==> src/hw/box_pkg.sv <==
package box_pkg;

  // frame geometry.
  localparam int frame_rows = 6;
  localparam int frame_cols = 16;
  localparam int frame_pix  = frame_rows * frame_cols;
  localparam int win_len    = 5;
  localparam int win_count  = frame_cols - win_len + 1;

  // datapath widths.
  localparam int pix_w     = 8;
  localparam int sum_w     = 16;  // 255 * 30 fits.
  localparam int col_w     = 4;
  localparam int row_w     = 3;
  localparam int fr_addr_w = row_w + col_w;

  localparam int wb_adr_w = 12;
  localparam int wb_dat_w = 32;

  // column and row markers used by the controller and the summer.
  localparam logic [col_w-1:0] fill_exit_col = col_w'(win_len - 2);
  localparam logic [col_w-1:0] win_first_col = col_w'(win_len - 1);
  localparam logic [col_w-1:0] last_col      = col_w'(frame_cols - 1);
  localparam logic [row_w-1:0] last_row_idx  = row_w'(frame_rows - 1);

  // wishbone byte address map, one 32-bit word per entry.
  localparam logic [wb_adr_w-1:0] frame_base  = 12'h000;
  localparam logic [wb_adr_w-1:0] ctrl_addr   = 12'h200;
  localparam logic [wb_adr_w-1:0] status_addr = 12'h204;
  localparam logic [wb_adr_w-1:0] result_base = 12'h300;
  localparam logic [wb_adr_w-1:0] frame_span  = wb_adr_w'(4 * frame_pix);
  localparam logic [wb_adr_w-1:0] result_span = wb_adr_w'(4 * win_count);

  typedef enum logic [2:0] {
    st_idle,
    st_clear,
    st_start_row,
    st_fill,
    st_accum,
    st_finish
  } ctrl_state_e;

endpackage

==> src/hw/pixel_stream_if.sv <==
`timescale 1ns/1ps

interface pixel_stream_if;

  logic [box_pkg::pix_w-1:0] pix;
  logic [box_pkg::col_w-1:0] pix_col;
  logic                      pix_valid;  // one beat per pixel, no stall.
  logic                      row_first;  // pixel belongs to row 0.

  modport src (
    output pix,
    output pix_col,
    output pix_valid,
    output row_first
  );

  modport dst (
    input pix,
    input pix_col,
    input pix_valid,
    input row_first
  );

endinterface

==> src/hw/box_ctrl.sv <==
`timescale 1ns/1ps

module box_ctrl (
  input  logic                      clk,
  input  logic                      rst_n,
  input  logic                      start,
  input  logic [box_pkg::col_w-1:0] col_count,
  input  logic                      last_row,
  output logic                      row_load,
  output logic                      col_en,
  output logic                      row_next,
  output logic                      clear,
  output logic                      acc_clear,
  output logic                      busy,
  output logic                      done_pulse
);

  box_pkg::ctrl_state_e state;
  box_pkg::ctrl_state_e state_nxt;
  logic                 row_end;

  assign row_end = (col_count == box_pkg::last_col);

  always_ff @(posedge clk or negedge rst_n) begin
    if (!rst_n) begin
      state <= box_pkg::st_idle;
    end else begin
      state <= state_nxt;
    end
  end

  always_comb begin
    state_nxt = state;
    case (state)
      box_pkg::st_idle: begin
        state_nxt = start ? box_pkg::st_clear : box_pkg::st_idle;
      end
      box_pkg::st_clear: begin
        state_nxt = box_pkg::st_start_row;
      end
      box_pkg::st_start_row: begin
        state_nxt = box_pkg::st_fill;
      end
      box_pkg::st_fill: begin
        // counter reaches win_len-1 on this edge.
        if (col_count == box_pkg::fill_exit_col) begin
          state_nxt = box_pkg::st_accum;
        end
      end
      box_pkg::st_accum: begin
        if (row_end) begin
          state_nxt = last_row ? box_pkg::st_finish : box_pkg::st_start_row;
        end
      end
      box_pkg::st_finish: begin
        state_nxt = box_pkg::st_idle;
      end
      default: begin
        state_nxt = box_pkg::st_idle;
      end
    endcase
  end

  always_comb begin
    row_load   = 1'b0;
    col_en     = 1'b0;
    row_next   = 1'b0;
    clear      = 1'b0;
    acc_clear  = 1'b0;
    done_pulse = 1'b0;
    case (state)
      box_pkg::st_clear: begin
        clear     = 1'b1;
        acc_clear = 1'b1;
      end
      box_pkg::st_start_row: begin
        row_load = 1'b1;
      end
      box_pkg::st_fill: begin
        col_en = 1'b1;
      end
      box_pkg::st_accum: begin
        col_en   = 1'b1;
        row_next = row_end && !last_row;  // row counter stops on the last row.
      end
      box_pkg::st_finish: begin
        done_pulse = 1'b1;  // the last sum lands in the accumulator two cycles later.
      end
      default: begin
      end
    endcase
  end

  assign busy = (state != box_pkg::st_idle);

  a_no_col_en_idle: assert property (@(posedge clk) disable iff (!rst_n)
    state inside {box_pkg::st_idle, box_pkg::st_finish} |-> !col_en);

  a_acc_clear_only_clear: assert property (@(posedge clk) disable iff (!rst_n)
    acc_clear |-> state == box_pkg::st_clear);

endmodule

==> src/hw/pixel_fetch.sv <==
`timescale 1ns/1ps

module pixel_fetch (
  input  logic                          clk,
  input  logic                          rst_n,
  input  logic                          fr_we,
  input  logic [box_pkg::fr_addr_w-1:0] fr_addr,
  input  logic [box_pkg::pix_w-1:0]     fr_data,
  input  logic                          row_load,
  input  logic                          col_en,
  input  logic                          row_next,
  input  logic                          clear,
  output logic [box_pkg::col_w-1:0]     col_count,
  output logic                          last_row,
  pixel_stream_if.src                   stream
);

  logic [box_pkg::pix_w-1:0]     frame_mem [box_pkg::frame_pix];
  logic [box_pkg::row_w-1:0]     row_count;
  logic [box_pkg::fr_addr_w-1:0] rd_addr;

  assign rd_addr  = {row_count, col_count};  // row-major, 16 columns per row.
  assign last_row = (row_count == box_pkg::last_row_idx);

  always_ff @(posedge clk) begin
    if (fr_we) begin
      frame_mem[fr_addr] <= fr_data;
    end
  end

  always_ff @(posedge clk or negedge rst_n) begin
    if (!rst_n) begin
      row_count <= '0;
    end else if (clear) begin
      row_count <= '0;
    end else if (row_next) begin
      row_count <= row_count + 1'b1;
    end
  end

  always_ff @(posedge clk or negedge rst_n) begin
    if (!rst_n) begin
      col_count <= '0;
    end else if (row_load) begin
      col_count <= '0;
    end else if (col_en) begin
      col_count <= col_count + 1'b1;
    end
  end

  always_ff @(posedge clk or negedge rst_n) begin
    if (!rst_n) begin
      stream.pix_valid <= 1'b0;
    end else begin
      stream.pix_valid <= col_en;  // pixel shows up one cycle after col_en.
    end
  end

  always_ff @(posedge clk) begin
    if (col_en) begin
      stream.pix       <= frame_mem[rd_addr];
      stream.pix_col   <= col_count;
      stream.row_first <= (row_count == '0);
    end
  end

endmodule

==> src/hw/window_sum.sv <==
`timescale 1ns/1ps

module window_sum (
  input  logic                      clk,
  input  logic                      rst_n,
  pixel_stream_if.dst               stream,
  output logic [box_pkg::sum_w-1:0] hsum,
  output logic [box_pkg::col_w-1:0] hsum_idx,
  output logic                      hsum_valid,
  output logic                      hsum_first
);

  logic [box_pkg::pix_w-1:0] taps [box_pkg::win_len];
  logic [box_pkg::sum_w-1:0] run_sum;
  logic [box_pkg::sum_w-1:0] sum_nxt;
  logic [2:0]                fill_cnt;
  logic                      win_full;

  // add the new pixel, drop the one that leaves the window.
  assign sum_nxt = run_sum
                 + {{(box_pkg::sum_w - box_pkg::pix_w){1'b0}}, stream.pix}
                 - {{(box_pkg::sum_w - box_pkg::pix_w){1'b0}}, taps[box_pkg::win_len-1]};
  assign win_full = (stream.pix_col >= box_pkg::win_first_col);

  always_ff @(posedge clk or negedge rst_n) begin
    if (!rst_n) begin
      for (int i = 0; i < box_pkg::win_len; i++) begin
        taps[i] <= '0;
      end
      run_sum  <= '0;
      fill_cnt <= '0;
    end else if (stream.pix_valid) begin
      taps[0] <= stream.pix;
      for (int i = 1; i < box_pkg::win_len; i++) begin
        taps[i] <= taps[i-1];
      end
      run_sum <= sum_nxt;
      if (stream.pix_col == '0) begin
        fill_cnt <= 3'd1;  // new row starts.
      end else if (fill_cnt != 3'(box_pkg::win_len)) begin
        fill_cnt <= fill_cnt + 3'd1;
      end
    end
  end

  always_ff @(posedge clk or negedge rst_n) begin
    if (!rst_n) begin
      hsum_valid <= 1'b0;
    end else begin
      hsum_valid <= stream.pix_valid && win_full;
    end
  end

  always_ff @(posedge clk) begin
    if (stream.pix_valid && win_full) begin
      hsum       <= sum_nxt;
      hsum_idx   <= stream.pix_col - box_pkg::win_first_col;
      hsum_first <= stream.row_first;
    end
  end

  // every emitted sum covers five pixels of the current row.
  a_window_filled: assert property (@(posedge clk) disable iff (!rst_n)
    hsum_valid |-> fill_cnt == 3'(box_pkg::win_len));

endmodule

==> src/hw/column_accum.sv <==
`timescale 1ns/1ps

module column_accum (
  input  logic                      clk,
  input  logic                      rst_n,
  input  logic                      acc_clear,
  input  logic [box_pkg::sum_w-1:0] hsum,
  input  logic [box_pkg::col_w-1:0] hsum_idx,
  input  logic                      hsum_valid,
  input  logic                      hsum_first,
  input  logic [box_pkg::col_w-1:0] res_addr,
  output logic [box_pkg::sum_w-1:0] res_data
);

  logic [box_pkg::sum_w-1:0] acc [box_pkg::win_count];
  logic                      res_in_range;

  // results read as zero until the first run completes.
  always_ff @(posedge clk or negedge rst_n) begin
    if (!rst_n) begin
      for (int i = 0; i < box_pkg::win_count; i++) begin
        acc[i] <= '0;
      end
    end else if (acc_clear) begin
      for (int i = 0; i < box_pkg::win_count; i++) begin
        acc[i] <= '0;
      end
    end else if (hsum_valid) begin
      if (hsum_first) begin
        acc[hsum_idx] <= hsum;  // row 0 overwrites.
      end else begin
        acc[hsum_idx] <= acc[hsum_idx] + hsum;
      end
    end
  end

  assign res_in_range = (res_addr < box_pkg::col_w'(box_pkg::win_count));

  always_comb begin
    res_data = '0;
    if (res_in_range) begin
      res_data = acc[res_addr];
    end
  end

endmodule

==> src/hw/wb_regs.sv <==
`timescale 1ns/1ps

module wb_regs (
  input  logic                          clk,
  input  logic                          rst_n,
  input  logic                          wb_cyc,
  input  logic                          wb_stb,
  input  logic                          wb_we,
  input  logic [box_pkg::wb_adr_w-1:0]  wb_adr,
  input  logic [box_pkg::wb_dat_w-1:0]  wb_dat_i,
  output logic [box_pkg::wb_dat_w-1:0]  wb_dat_o,
  output logic                          wb_ack,
  output logic                          fr_we,
  output logic [box_pkg::fr_addr_w-1:0] fr_addr,
  output logic [box_pkg::pix_w-1:0]     fr_data,
  output logic                          start,
  input  logic                          busy,
  input  logic                          done_pulse,
  output logic [box_pkg::col_w-1:0]     res_addr,
  input  logic [box_pkg::sum_w-1:0]     res_data
);

  logic                         req;
  logic [box_pkg::wb_adr_w-1:0] frame_off;
  logic [box_pkg::wb_adr_w-1:0] result_off;
  logic                         frame_hit;
  logic                         ctrl_hit;
  logic                         status_hit;
  logic                         result_hit;
  logic                         done;
  logic [box_pkg::wb_dat_w-1:0] rd_data;

  assign req = wb_cyc && wb_stb && !wb_ack;  // one ack per request.

  // offsets wrap below the base, so one compare covers both ends.
  assign frame_off  = wb_adr - box_pkg::frame_base;
  assign result_off = wb_adr - box_pkg::result_base;
  assign frame_hit  = (frame_off < box_pkg::frame_span);
  assign result_hit = (result_off < box_pkg::result_span);
  assign ctrl_hit   = (wb_adr == box_pkg::ctrl_addr);
  assign status_hit = (wb_adr == box_pkg::status_addr);

  assign fr_we    = req && wb_we && frame_hit;
  assign fr_addr  = frame_off[box_pkg::fr_addr_w+1:2];
  assign fr_data  = wb_dat_i[box_pkg::pix_w-1:0];
  assign res_addr = result_off[box_pkg::col_w+1:2];
  assign start    = req && wb_we && ctrl_hit && wb_dat_i[0] && !busy;

  always_comb begin
    rd_data = '0;
    if (status_hit) begin
      rd_data[1:0] = {done, busy};
    end else if (result_hit) begin
      rd_data[box_pkg::sum_w-1:0] = res_data;
    end
  end

  always_ff @(posedge clk or negedge rst_n) begin
    if (!rst_n) begin
      wb_ack <= 1'b0;
      done   <= 1'b0;
    end else begin
      wb_ack <= req;
      if (start) begin
        done <= 1'b0;
      end else if (done_pulse) begin
        done <= 1'b1;  // sticky until the next run.
      end
    end
  end

  always_ff @(posedge clk) begin
    if (req && !wb_we) begin
      wb_dat_o <= rd_data;
    end
  end

  a_ack_follows_req: assert property (@(posedge clk) disable iff (!rst_n)
    wb_ack |-> $past(wb_cyc && wb_stb));

endmodule

==> src/hw/box_sum_top.sv <==
`timescale 1ns/1ps

module box_sum_top (
  input  logic        clk,
  input  logic        rst_n,
  input  logic        wb_cyc,
  input  logic        wb_stb,
  input  logic        wb_we,
  input  logic [11:0] wb_adr,
  input  logic [31:0] wb_dat_i,
  output logic [31:0] wb_dat_o,
  output logic        wb_ack
);

  logic                          fr_we;
  logic [box_pkg::fr_addr_w-1:0] fr_addr;
  logic [box_pkg::pix_w-1:0]     fr_data;
  logic                          start;
  logic                          busy;
  logic                          done_pulse;
  logic [box_pkg::col_w-1:0]     res_addr;
  logic [box_pkg::sum_w-1:0]     res_data;
  logic                          row_load;
  logic                          col_en;
  logic                          row_next;
  logic                          clear;
  logic                          acc_clear;
  logic [box_pkg::col_w-1:0]     col_count;
  logic                          last_row;
  logic [box_pkg::sum_w-1:0]     hsum;
  logic [box_pkg::col_w-1:0]     hsum_idx;
  logic                          hsum_valid;
  logic                          hsum_first;

  pixel_stream_if pix_stream ();

  wb_regs i_wb_regs (
    .clk        (clk),
    .rst_n      (rst_n),
    .wb_cyc     (wb_cyc),
    .wb_stb     (wb_stb),
    .wb_we      (wb_we),
    .wb_adr     (wb_adr),
    .wb_dat_i   (wb_dat_i),
    .wb_dat_o   (wb_dat_o),
    .wb_ack     (wb_ack),
    .fr_we      (fr_we),
    .fr_addr    (fr_addr),
    .fr_data    (fr_data),
    .start      (start),
    .busy       (busy),
    .done_pulse (done_pulse),
    .res_addr   (res_addr),
    .res_data   (res_data)
  );

  box_ctrl i_box_ctrl (
    .clk        (clk),
    .rst_n      (rst_n),
    .start      (start),
    .col_count  (col_count),
    .last_row   (last_row),
    .row_load   (row_load),
    .col_en     (col_en),
    .row_next   (row_next),
    .clear      (clear),
    .acc_clear  (acc_clear),
    .busy       (busy),
    .done_pulse (done_pulse)
  );

  pixel_fetch i_pixel_fetch (
    .clk       (clk),
    .rst_n     (rst_n),
    .fr_we     (fr_we),
    .fr_addr   (fr_addr),
    .fr_data   (fr_data),
    .row_load  (row_load),
    .col_en    (col_en),
    .row_next  (row_next),
    .clear     (clear),
    .col_count (col_count),
    .last_row  (last_row),
    .stream    (pix_stream.src)
  );

  window_sum i_window_sum (
    .clk        (clk),
    .rst_n      (rst_n),
    .stream     (pix_stream.dst),
    .hsum       (hsum),
    .hsum_idx   (hsum_idx),
    .hsum_valid (hsum_valid),
    .hsum_first (hsum_first)
  );

  column_accum i_column_accum (
    .clk        (clk),
    .rst_n      (rst_n),
    .acc_clear  (acc_clear),
    .hsum       (hsum),
    .hsum_idx   (hsum_idx),
    .hsum_valid (hsum_valid),
    .hsum_first (hsum_first),
    .res_addr   (res_addr),
    .res_data   (res_data)
  );

endmodule

==> config.mk <==
export PLATFORM = sky130hd
export DESIGN_NAME = box_sum_top
export DESIGN_NICKNAME = d
export VERILOG_FILES = /design/src/hw/box_pkg.sv /design/src/hw/pixel_stream_if.sv /design/src/hw/box_ctrl.sv /design/src/hw/pixel_fetch.sv /design/src/hw/window_sum.sv /design/src/hw/column_accum.sv /design/src/hw/wb_regs.sv /design/src/hw/box_sum_top.sv
export SDC_FILE = /design/constraint.sdc
export NUM_CORES = 1
export LEC_CHECK = 0
export BUFFER_PORTS_ARGS = -buffer_cell sky130_fd_sc_hd__buf_2
export CAP_MARGIN = 10
export CORE_UTILIZATION = 51
export DETAILED_ROUTE_END_ITERATION = 12
export PLACE_DENSITY = 0.66
export SLEW_MARGIN = 25
export SYNTH_ARGS = -nofsm -noshare
export SYNTH_HDL_FRONTEND = slang
export SYNTH_SLANG_ARGS = --single-unit
==> constraint.sdc <==
create_clock -name clk -period 3.8 [get_ports clk]
set_input_delay 0.76 -clock clk [delete_from_list [all_inputs] [get_ports clk]]
set_output_delay 0.76 -clock clk [all_outputs]
set_load 0.01 [all_outputs]
# == Word-level counts from Yosys, hierarchy flattened ==
# Memory sizes are Yosys's and may differ from the RTL's. A register that Yosys moved wholly into a read port is not among the register bits.
# Cells that the tools add are included.
# word_totals
mem_bits_rw,768
latch_bits,0
mem_count,1
rom_bits,0
in_bits,49
regBits,304
# classes
shift,0
mul,0
n_div,0
n_reduce_logical,25
muxes,34
n_addsub,7
magnitude_cmp,7
n_bitwise,4
n_eq_ne,12
# mem_list
name,depth,word_bits,read_ports,rd_clocked_by_memory_dff,write_ports,line,source
i_pixel_fetch.frame_mem,96,8,1,1,1,pixel_fetch.sv:18,logic [box_pkg::pix_w-1:0] frame_mem [box_pkg::frame_pix];
# op_table
op,count
two-way mux 192 bit,3
bitwise mux 192 bit,2
binary-select mux 16 bit (select 4 bit),2
two-way mux 16 bit,5
demux 16 bit (select 4 bit),1
equality test 12 x 10 -> 1 bit (second input constant),2
adder 16 bit,1
adder 16 x 8 -> 16 bit,1
subtractor 16 x 8 -> 16 bit,1
two-way mux 3 bit,5
case mux 3 bit (5 select lines),1
less-than comparator 12 x 6 -> 1 bit (second input constant),1
less-than comparator 12 x 9 -> 1 bit (second input constant),1
subtractor 12 x 10 -> 12 bit (second input constant),1
logical AND 1 bit,11
greater-or-equal comparator 5 bit (second input constant),2
two-way mux 1 bit,10
inverter 4 -> 5 bit,2
equality test 3 bit (second input constant),3
two-way mux 4 bit,2
nonzero test 2 bit,4
equality test 3 x 2 -> 1 bit (second input constant),2
logical NOT 3 bit,2
two-way mux 2 bit,3
16 further kinds,21

# == Longest topological paths before layout ==
# Gate-level depths: netlist (run 1).
# logic_depth
ltp_word,9
ltp_mapped,16

# == Hierarchy ==
# Synthesis (run 1) repeated with hierarchy kept, for this count alone.
# unflattened
cells_unflattened,2912
hier_area_um2,47456.8
# modules_own_cells
mod,area_per_inst_um2,instances,cells_each
pixel_fetch,30689.4,1,1426
column_accum,11618.6,1,1046
window_sum,3862.5,1,323
wb_regs,1037.2,1,91
box_ctrl,249.0,1,26

# == Worst setup path before layout (run 1) ==
# OpenSTA, ideal clock, no wires.
# synth_path
path_kind,reg2reg
from,reg i_window_sum.hsum_idx[1] in the netlist's numbering
to,reg i_column_accum.acc[106] in the netlist's numbering
required_ns,3.658
setup_slack_ns,-0.084
period_less_slack_ns,3.884
arrival_time_ns,3.742
path_stages_with_launch,17
path_cell_list,edfxtp_1 -> clkbuf_1 -> clkbuf_1 -> buf_2 -> mux4_2 -> mux2i_1 -> o21ai_0 -> ha_1 -> fa_1 -> a211oi_1 -> o211ai_1 -> nand2_1 -> o21a_1 -> xnor2_1 -> mux2i_1 -> clkbuf_1 -> a211oi_1
# synth_via
elab_chain_len,9
# synth_rtl
element,line,source
from (decl),window_sum.sv:8,"output logic [box_pkg::col_w-1:0] hsum_idx,"
from (signal assigned),window_sum.sv:57,hsum_idx <= stream.pix_col - box_pkg::win_first_col;
inverter 4 -> 5 bit (not written as such) (*),"column_accum.sv:30, column_accum.sv:32",
binary-select mux 16 bit (select 4 bit) (tied with other cells),column_accum.sv:32,acc[hsum_idx] <= acc[hsum_idx] + hsum;
two-way mux 16 bit (not written as such) / logical AND 1 bit (equally long branches),"column_accum.sv:32, column_accum.sv:30",
"two-way mux 16 bit, on equally long branches","column_accum.sv:32, column_accum.sv:30",
adder 16 bit / demux 16 bit (select 4 bit) (equally long branches),"column_accum.sv:32, column_accum.sv:30",
"bitwise mux 192 bit, on equally long branches","column_accum.sv:32, column_accum.sv:30",
two-way mux 192 bit (*),column_accum.sv:29,if (hsum_first) begin
two-way mux 192 bit (*),column_accum.sv:28,end else if (hsum_valid) begin
two-way mux 192 bit (*),column_accum.sv:24,end else if (acc_clear) begin
"to (signal, indexed assignment)",column_accum.sv:30,acc[hsum_idx] <= hsum;
"to (signal, indexed assignment)",column_accum.sv:32,
to (decl),column_accum.sv:15,logic [box_pkg::sum_w-1:0] acc [box_pkg::win_count];
# Every way passes the cells marked *; elsewhere a longest branch is shown, timed or not. The select of a mux whose other input is x is not followed.
# A chain may end at the register's enable or synchronous reset.

# == Worst setup path in the final report (run 1) ==
# layout_path
from,reg i_window_sum.hsum_idx[1] in the netlist's numbering
to,reg i_column_accum.acc[79] in the netlist's numbering
# Same word-level chain as after synthesis.

==> results of run 1 <==
per-layer routing:
layer | part of all wire | vias to the layer above
met2 | 0.47 | 1303
li1 | - | 11732
met4 | 0.029 | 2
met5 | 0.000097 | -
met3 | 0.094 | 255
met1 | 0.41 | 13965
logic make-up after synthesis:
kind of cell               after synthesis  share of synthesized area
and+or+nand+nor                        578                     0.0541
other                                    1                  0.0000803
adders and majority gates               45                     0.0135
AOI/OAI and AO/OA                      466                     0.0638
DFF                                   1080                      0.667
muxes                                  431                      0.171
buffers and inverters                  276                     0.0262
xor gates and xnor gates                23                    0.00461
cells in the final DEF (no fill, tap or decap), types with 9 or more instances in the layout:
master     netlist  routed
edfxtp_1       818     818
mux4_2         286     286
dfrtp_1        262     257
nor2_1         237     232
buf_4           23     212
o21ai_0        172     163
nand2_1        152     150
nand3_1        113     113
clkbuf_16        0     113
mux2i_1         97      92
a21oi_1         92      89
a211oi_1        64      61
inv_1           57      57
mux2_2          46      46
ha_1            36      35
buf_2           45      32
clkbuf_1       125      28
clkinv_1         2      24
buf_12           0      23
a221oi_1        18      18
clkinv_2         0      18
nor2b_1         16      16
a31oi_1         16      16
xnor2_1         16      16
a22oi_1         16      16
conb_1           1      16
nor3_1          13      12
o41ai_2         10      12
a21o_1          11      11
a32o_1          11      11
o22ai_1         10      10
fa_1             9       9
sequential cells by signal (all words and copies together) (netlist names), 8 cells and up:
name / cells
i_pixel_fetch.frame_mem: 768
i_column_accum.acc: 192
i_window_sum.taps: 40
i_wb_regs.wb_dat_o: 16
i_window_sum.hsum: 16
i_window_sum.run_sum: 16
i_pixel_fetch.stream.pix: 8
worst paths after layout:
| path | endpoint | slack, ps | cells past startpoint |
|---|---|---|---|
| worst max-delay path | i_column_accum.acc[79] | 90 | 13 |
| min in group clk | i_wb_regs.wb_ack | 360 | 3 |
| max in group asynchronous | i_pixel_fetch.stream.pix_valid | 2750 | 2 |
| worst max register to register | i_column_accum.acc[79] | 90 | 13 |
| worst min-delay path | i_column_accum.acc[164] | 130 | 1 |
| worst min register to register | i_window_sum.hsum_idx[1] | 430 | 0 |
repair_timing:
action / 4_1_cts / 5_1_grt
hold buffers: 0 / 0
gates resized for setup: 7 / 41
pin swaps: 1 / 12
gates cloned: 1 / 4
setup endpoints to repair: 66 / 117
setup buffers: 1 / 5
worst max-delay path, cell delays in order, from the launching register on:
cell and delay (ps):
edfxtp_1 460, buf_12 230, buf_12 220, mux4_2 340, mux2i_1 210, o21ai_0 210, ha_1 430, nand3_1 100
a21oi_1 130, nand2_1 80, a31o_2 270, a21o_1 240, and4_4 270, o41ai_2 330
cell type report:
class	count	area [um2]
sequential	1080	31100
timing repair buffer	278	2390
fill	6652	37000
tap	1176	1470
clock inverter	56	541
multi-input combinational	1559	14500
inverter	59	221
clock buffer	147	3000
power by group:
group	total, mW	switching, mW	internal, mW
clock network	10.5	4.52	6.03
registers	15.5	1.18	14.3
logic	13.5	7.19	6.30
==> results.yml, run 1 <==
outcome:
  outcome: "finished, final reports clean"
cts:
  clkTransAtPathRegs_ps: 60
  cts_root_buffer: "clkbuf_16"
  htreeDepth: 3
  clkLatencyLatePin_ps: 710
  cts_sinks: 1080
  clock_path_buffers: 3
  cts_tree: "built"
  cts_buffers: 110
synthesis:
  yosysTopAreaCell: "edfxtp_1"
  synth_top_area_share: 0.526
  netlist_area_um2: 46700
  synth_cells: 2900
  ys_seq_area_frac: 0.667
  syn_area_per_cell_um2: 16.1
  synthArstFlopShare: 0.243
  ys_ff_latch: 1080
  yosysMostFrequentCell: "edfxtp_1"
  synth_edf_count: 818
  synth_area_leaders: "edfxtp_1 53%, dfrtp_1 14%, mux4_2 14%"
  yosys_warnings: 0
  synth-main-ff-cell: "edfxtp_1"
  synthTopCellsByCount: "818 x edfxtp_1, 286 x mux4_2, 262 x dfrtp_1"
  synth.distinct_cells: 69
layout:
  final_layout_size_suffix_gt1_frac: 0.257
  finish.instance_area_um2: 53300
  fin_util: 0.590
  fin_cells: 4355
  nNetsFinal: 3182
  area_delta_synth_final_pct: 14.2
  antennaDiodeCount: 0
grt:
  use_met3: 0.0524
  grt.total_usage: 0.244
  grt_max_degree: 115
  grt_pass1_wl_um: 171000
  met2_usage: 0.378
  gr-total-overflow: 0
  antenna_found_initial: 1
  grt_pass1_vias: 27591
  grt_most_used_layer: "met2"
  use_met1: 0.351
place:
  dpl.cell_count: 4141
  place_area_um2: 49400
  post-place-ws_ps: -83.0
  hpwl_um: 69900
  routabilityCongestion: 0.852
  io_buffers: 41
detailed_routing:
  drtPass1Iterations: 6
  viasPerCell: 6.26
  postRouteWirelength_um: 113000
  wl_per_cell_um: 25.9
  drc: 0
  ant_nets: 0
  drtIter0Drc: 3098
  num_vias: 27257
timing:
  whs_ps: 131
  slew_headroom: 0.342
  setup_violations: 0
  timing.final.ws_setup_ps: 88.6
  skew_ps: 37.7
  fmax_mhz: 269
  worst_slew_pin_slew_ps: 987
  drv_slew: 0
  finalCriticalPeriod_ps: 3710
  period_share: 0.977
  hold_viol: 0
  setup_tns_ps: 0
  rsz0062_at_grt: "true"
setup_path:
  critPathMaxFanout: 24
  start_kind: "flop"
  cp.required_ps: 4370
  end_kind: "flop"
  setup.worst_path.start: "i_window_sum.hsum_idx[1]"
  cp.arrival_ps: 4280
  worstReg2RegStart: "i_window_sum.hsum_idx[1]"
  critPathKind: "reg2reg"
die:
  pin_count: 82
  num_rows: 110
  coreArea_um2: 90300
  die_x_um: 305
  chipHeight_um: 305
  start_util: 0.517
  die_area_um2: 92700
power:
  p_leak_nw: 18.8
  power_density_nw_per_um2: 741
  p_total_mw: 39.5
  vdd_drop_max_v: 0.000548
job:
  maxCapViolations: 0
hold_path:
  hold_path_class: "in2async"
Power figures use the tool's default switching activity.
==> inputs of run 2 (changes only) <==
--- a/config.mk
+++ b/config.mk
@@ -7,6 +7,7 @@
 export LEC_CHECK = 0
 export BUFFER_PORTS_ARGS = -buffer_cell sky130_fd_sc_hd__buf_2
 export CAP_MARGIN = 10
+export CORE_MARGIN = 2
 export CORE_UTILIZATION = 51
 export DETAILED_ROUTE_END_ITERATION = 12
 export PLACE_DENSITY = 0.66
==> run 2 against run 1 <==
Net effect: clock power barely moved; sequential share of layout area rose by 0.43 points; global-route usage fell by 0.66 points; critical endpoint is now i_column_accum.acc[170]; via count fell by 1.6%; worst setup slack improved by 100 ps; core utilization fell by 0.52 points; fmax rose by 2.9%.
==> results.yml, run 2 (same netlist as run 1, synthesis figures left out) <==
cts:
  cts_root_buffer: "clkbuf_16"
  htreeDepth: 3
  cts_tree: "built"
  clkLatencyLatePin_ps: 710
  cts_sinks: 1080
  cts_buffers: 110
  clkTransAtPathRegs_ps: 60
  clock_path_buffers: 3
timing:
  setup_violations: 0
  skew_ps: 54.4
  drv_slew: 0
  slew_headroom: 0.421
  fmax_mhz: 277
  hold_viol: 0
  finalCriticalPeriod_ps: 3610
  rsz0062_at_grt: "false"
  period_share: 0.950
  worst_slew_pin_slew_ps: 869
layout:
  layout_commonest_cell: "edfxtp_1"
  top_regs: "i_pixel_fetch.frame_mem (768), i_column_accum.acc (192), i_window_sum.taps (40)"
  area_delta_synth_final_pct: 13.3
  final_layout_size_suffix_gt1_frac: 0.246
  largest_register_ffs: 768
  largest-register: "i_pixel_fetch.frame_mem"
  antennaDiodeCount: 0
  layout_common_cells: "818 x edfxtp_1, 286 x mux4_2, 257 x dfrtp_1"
  nNetsFinal: 3145
  fin_cells: 4320
power:
  vdd_drop_max_v: 0.000464
  combPwrFrac: 0.340
  p_int_mw: 26.3
  power_density_nw_per_um2: 737
  swShare: 0.326
  seqPwrFrac: 0.394
  p_leak_nw: 18.6
  clkPwrFrac: 0.266
  switchingPower_mw: 12.7
  p_total_mw: 39.0
setup_path:
  crit_chain: "buf_12, buf_16, mux4_2, mux2i_2, o21ai_1, ha_1, o21ai_0, o211ai_1, nand2_1, o21a_1, xnor2_2, mux2i_2, buf_6, a211oi_1"
  path_common_cell: "mux2i_2"
  worstRegToRegCells: 14
  path_buf_inv: 3
  cpMaxStageDelayCell: "mux4_2"
  cp.required_ps: 4310
  path_depth: 14
  max_stage_delay_ps: 520
  end_kind: "flop"
  critPathKind: "reg2reg"
  critPathMaxFanout: 13
  start_kind: "flop"
  path_delay_family: "multiplexers"
  cp.arrival_ps: 4120
die:
  die_area_um2: 94000
  pin_count: 82
  start_util: 0.516
  num_rows: 110
  die_x_um: 307
  coreArea_um2: 90400
  chipHeight_um: 307
outcome:
  outcome: "finished, final reports clean"
job:
  maxCapViolations: 0
grt:
  grt_pass1_wl_um: 168000
  gr-total-overflow: 0
  grt.total_usage: 0.238
  grt_pass1_vias: 27111
  antenna_found_initial: 0
  grt_max_degree: 97
detailed_routing:
  wl_per_cell_um: 25.5
  met1Wirelength_um: 46000
  num_vias: 26811
  wl_met3_um: 8540
  ant_nets: 0
  drtPass1Iterations: 6
  met2_length_um: 53000
  highest_layer: "met4"
  drtIter0Drc: 2934
  drc: 0
  postRouteWirelength_um: 110000
  viasPerCell: 6.21
place:
  io_buffers: 41
  routabilityCongestion: 0.867
  hpwl_um: 67900
  dpl.cell_count: 4102
hold_path:
  hold_path_class: "in2async"
==> run 2: area by class of cell <==
cell class	count	area (um2)
Timing Repair Buffer	241	2040
Tap cell	1176	1470
Multi-Input combinational cell	1559	14500
Clock buffer	158	3110
Inverter	59	221
Clock inverter	47	404
Sequential cell	1080	31100
Fill cell	6745	37500
==> run 2: power groups by stage <==
stage	clock [mW]	combinational [mW]	sequential (mW)
finish	10.4	13.2	15.4
global route	11.0	14.4	15.5
CTS	10.5	13.0	15.3
detailed placement	0	12.9	15.6
global placement	0	12.5	15.4
floorplan	0	9.74	15.0
==> run 2: final timing paths <==
check	end	slack [ps]	from
max in group asynchronous	i_window_sum.run_sum[3]	2780	rst_n
min in group clk	i_wb_regs.wb_ack	340	wb_stb
min	i_column_accum.acc[11]	80	rst_n
min reg2reg	i_window_sum.hsum_first	430	i_pixel_fetch.stream.row_first
max reg2reg	i_column_accum.acc[170]	190	i_window_sum.hsum_idx[0]
max	i_column_accum.acc[170]	190	i_window_sum.hsum_idx[0]
==> run 2: layer usage <==
layer | up-vias | GRT usage
met5 | - | 0
met4 | 0 | 0.0682
met3 | 213 | 0.0416
met2 | 1075 | 0.378
met1 | 13867 | 0.342
li1 | 11656 | -
==> run 2: repair_timing <==
| action | 4_1_cts | 5_1_grt |
|---|---|---|
| pin swaps | 0 | 4 |
| gates resized for setup | 10 | 31 |
| endpoints found under the setup margin | 31 | 138 |
| setup buffers | 0 | 9 |
| endpoints found under the hold margin | 0 | 0 |
| hold buffers | 0 | 0 |
| gates cloned | 1 | 3 |
==> run 2: stage by stage <==
| step | TNS [ps] | hold slack [ps] | setup WS (ps) | instance area [um2] | utilization |
|---|---|---|---|---|---|
| floorplan | 0 | 400 | 25.7 | 46700 | - |
| global placement | -677 | 409 | -54.4 | 49100 | 0.543 |
| detailed placement | -1030 | 416 | -52.9 | 49100 | 0.543 |
| CTS | 0 | 60.5 | 6.69 | 52600 | 0.582 |
| global route | 0 | 95.4 | 2.91 | 52900 | 0.585 |
| finish | 0 | 78.2 | 192 | 52900 | 0.585 |
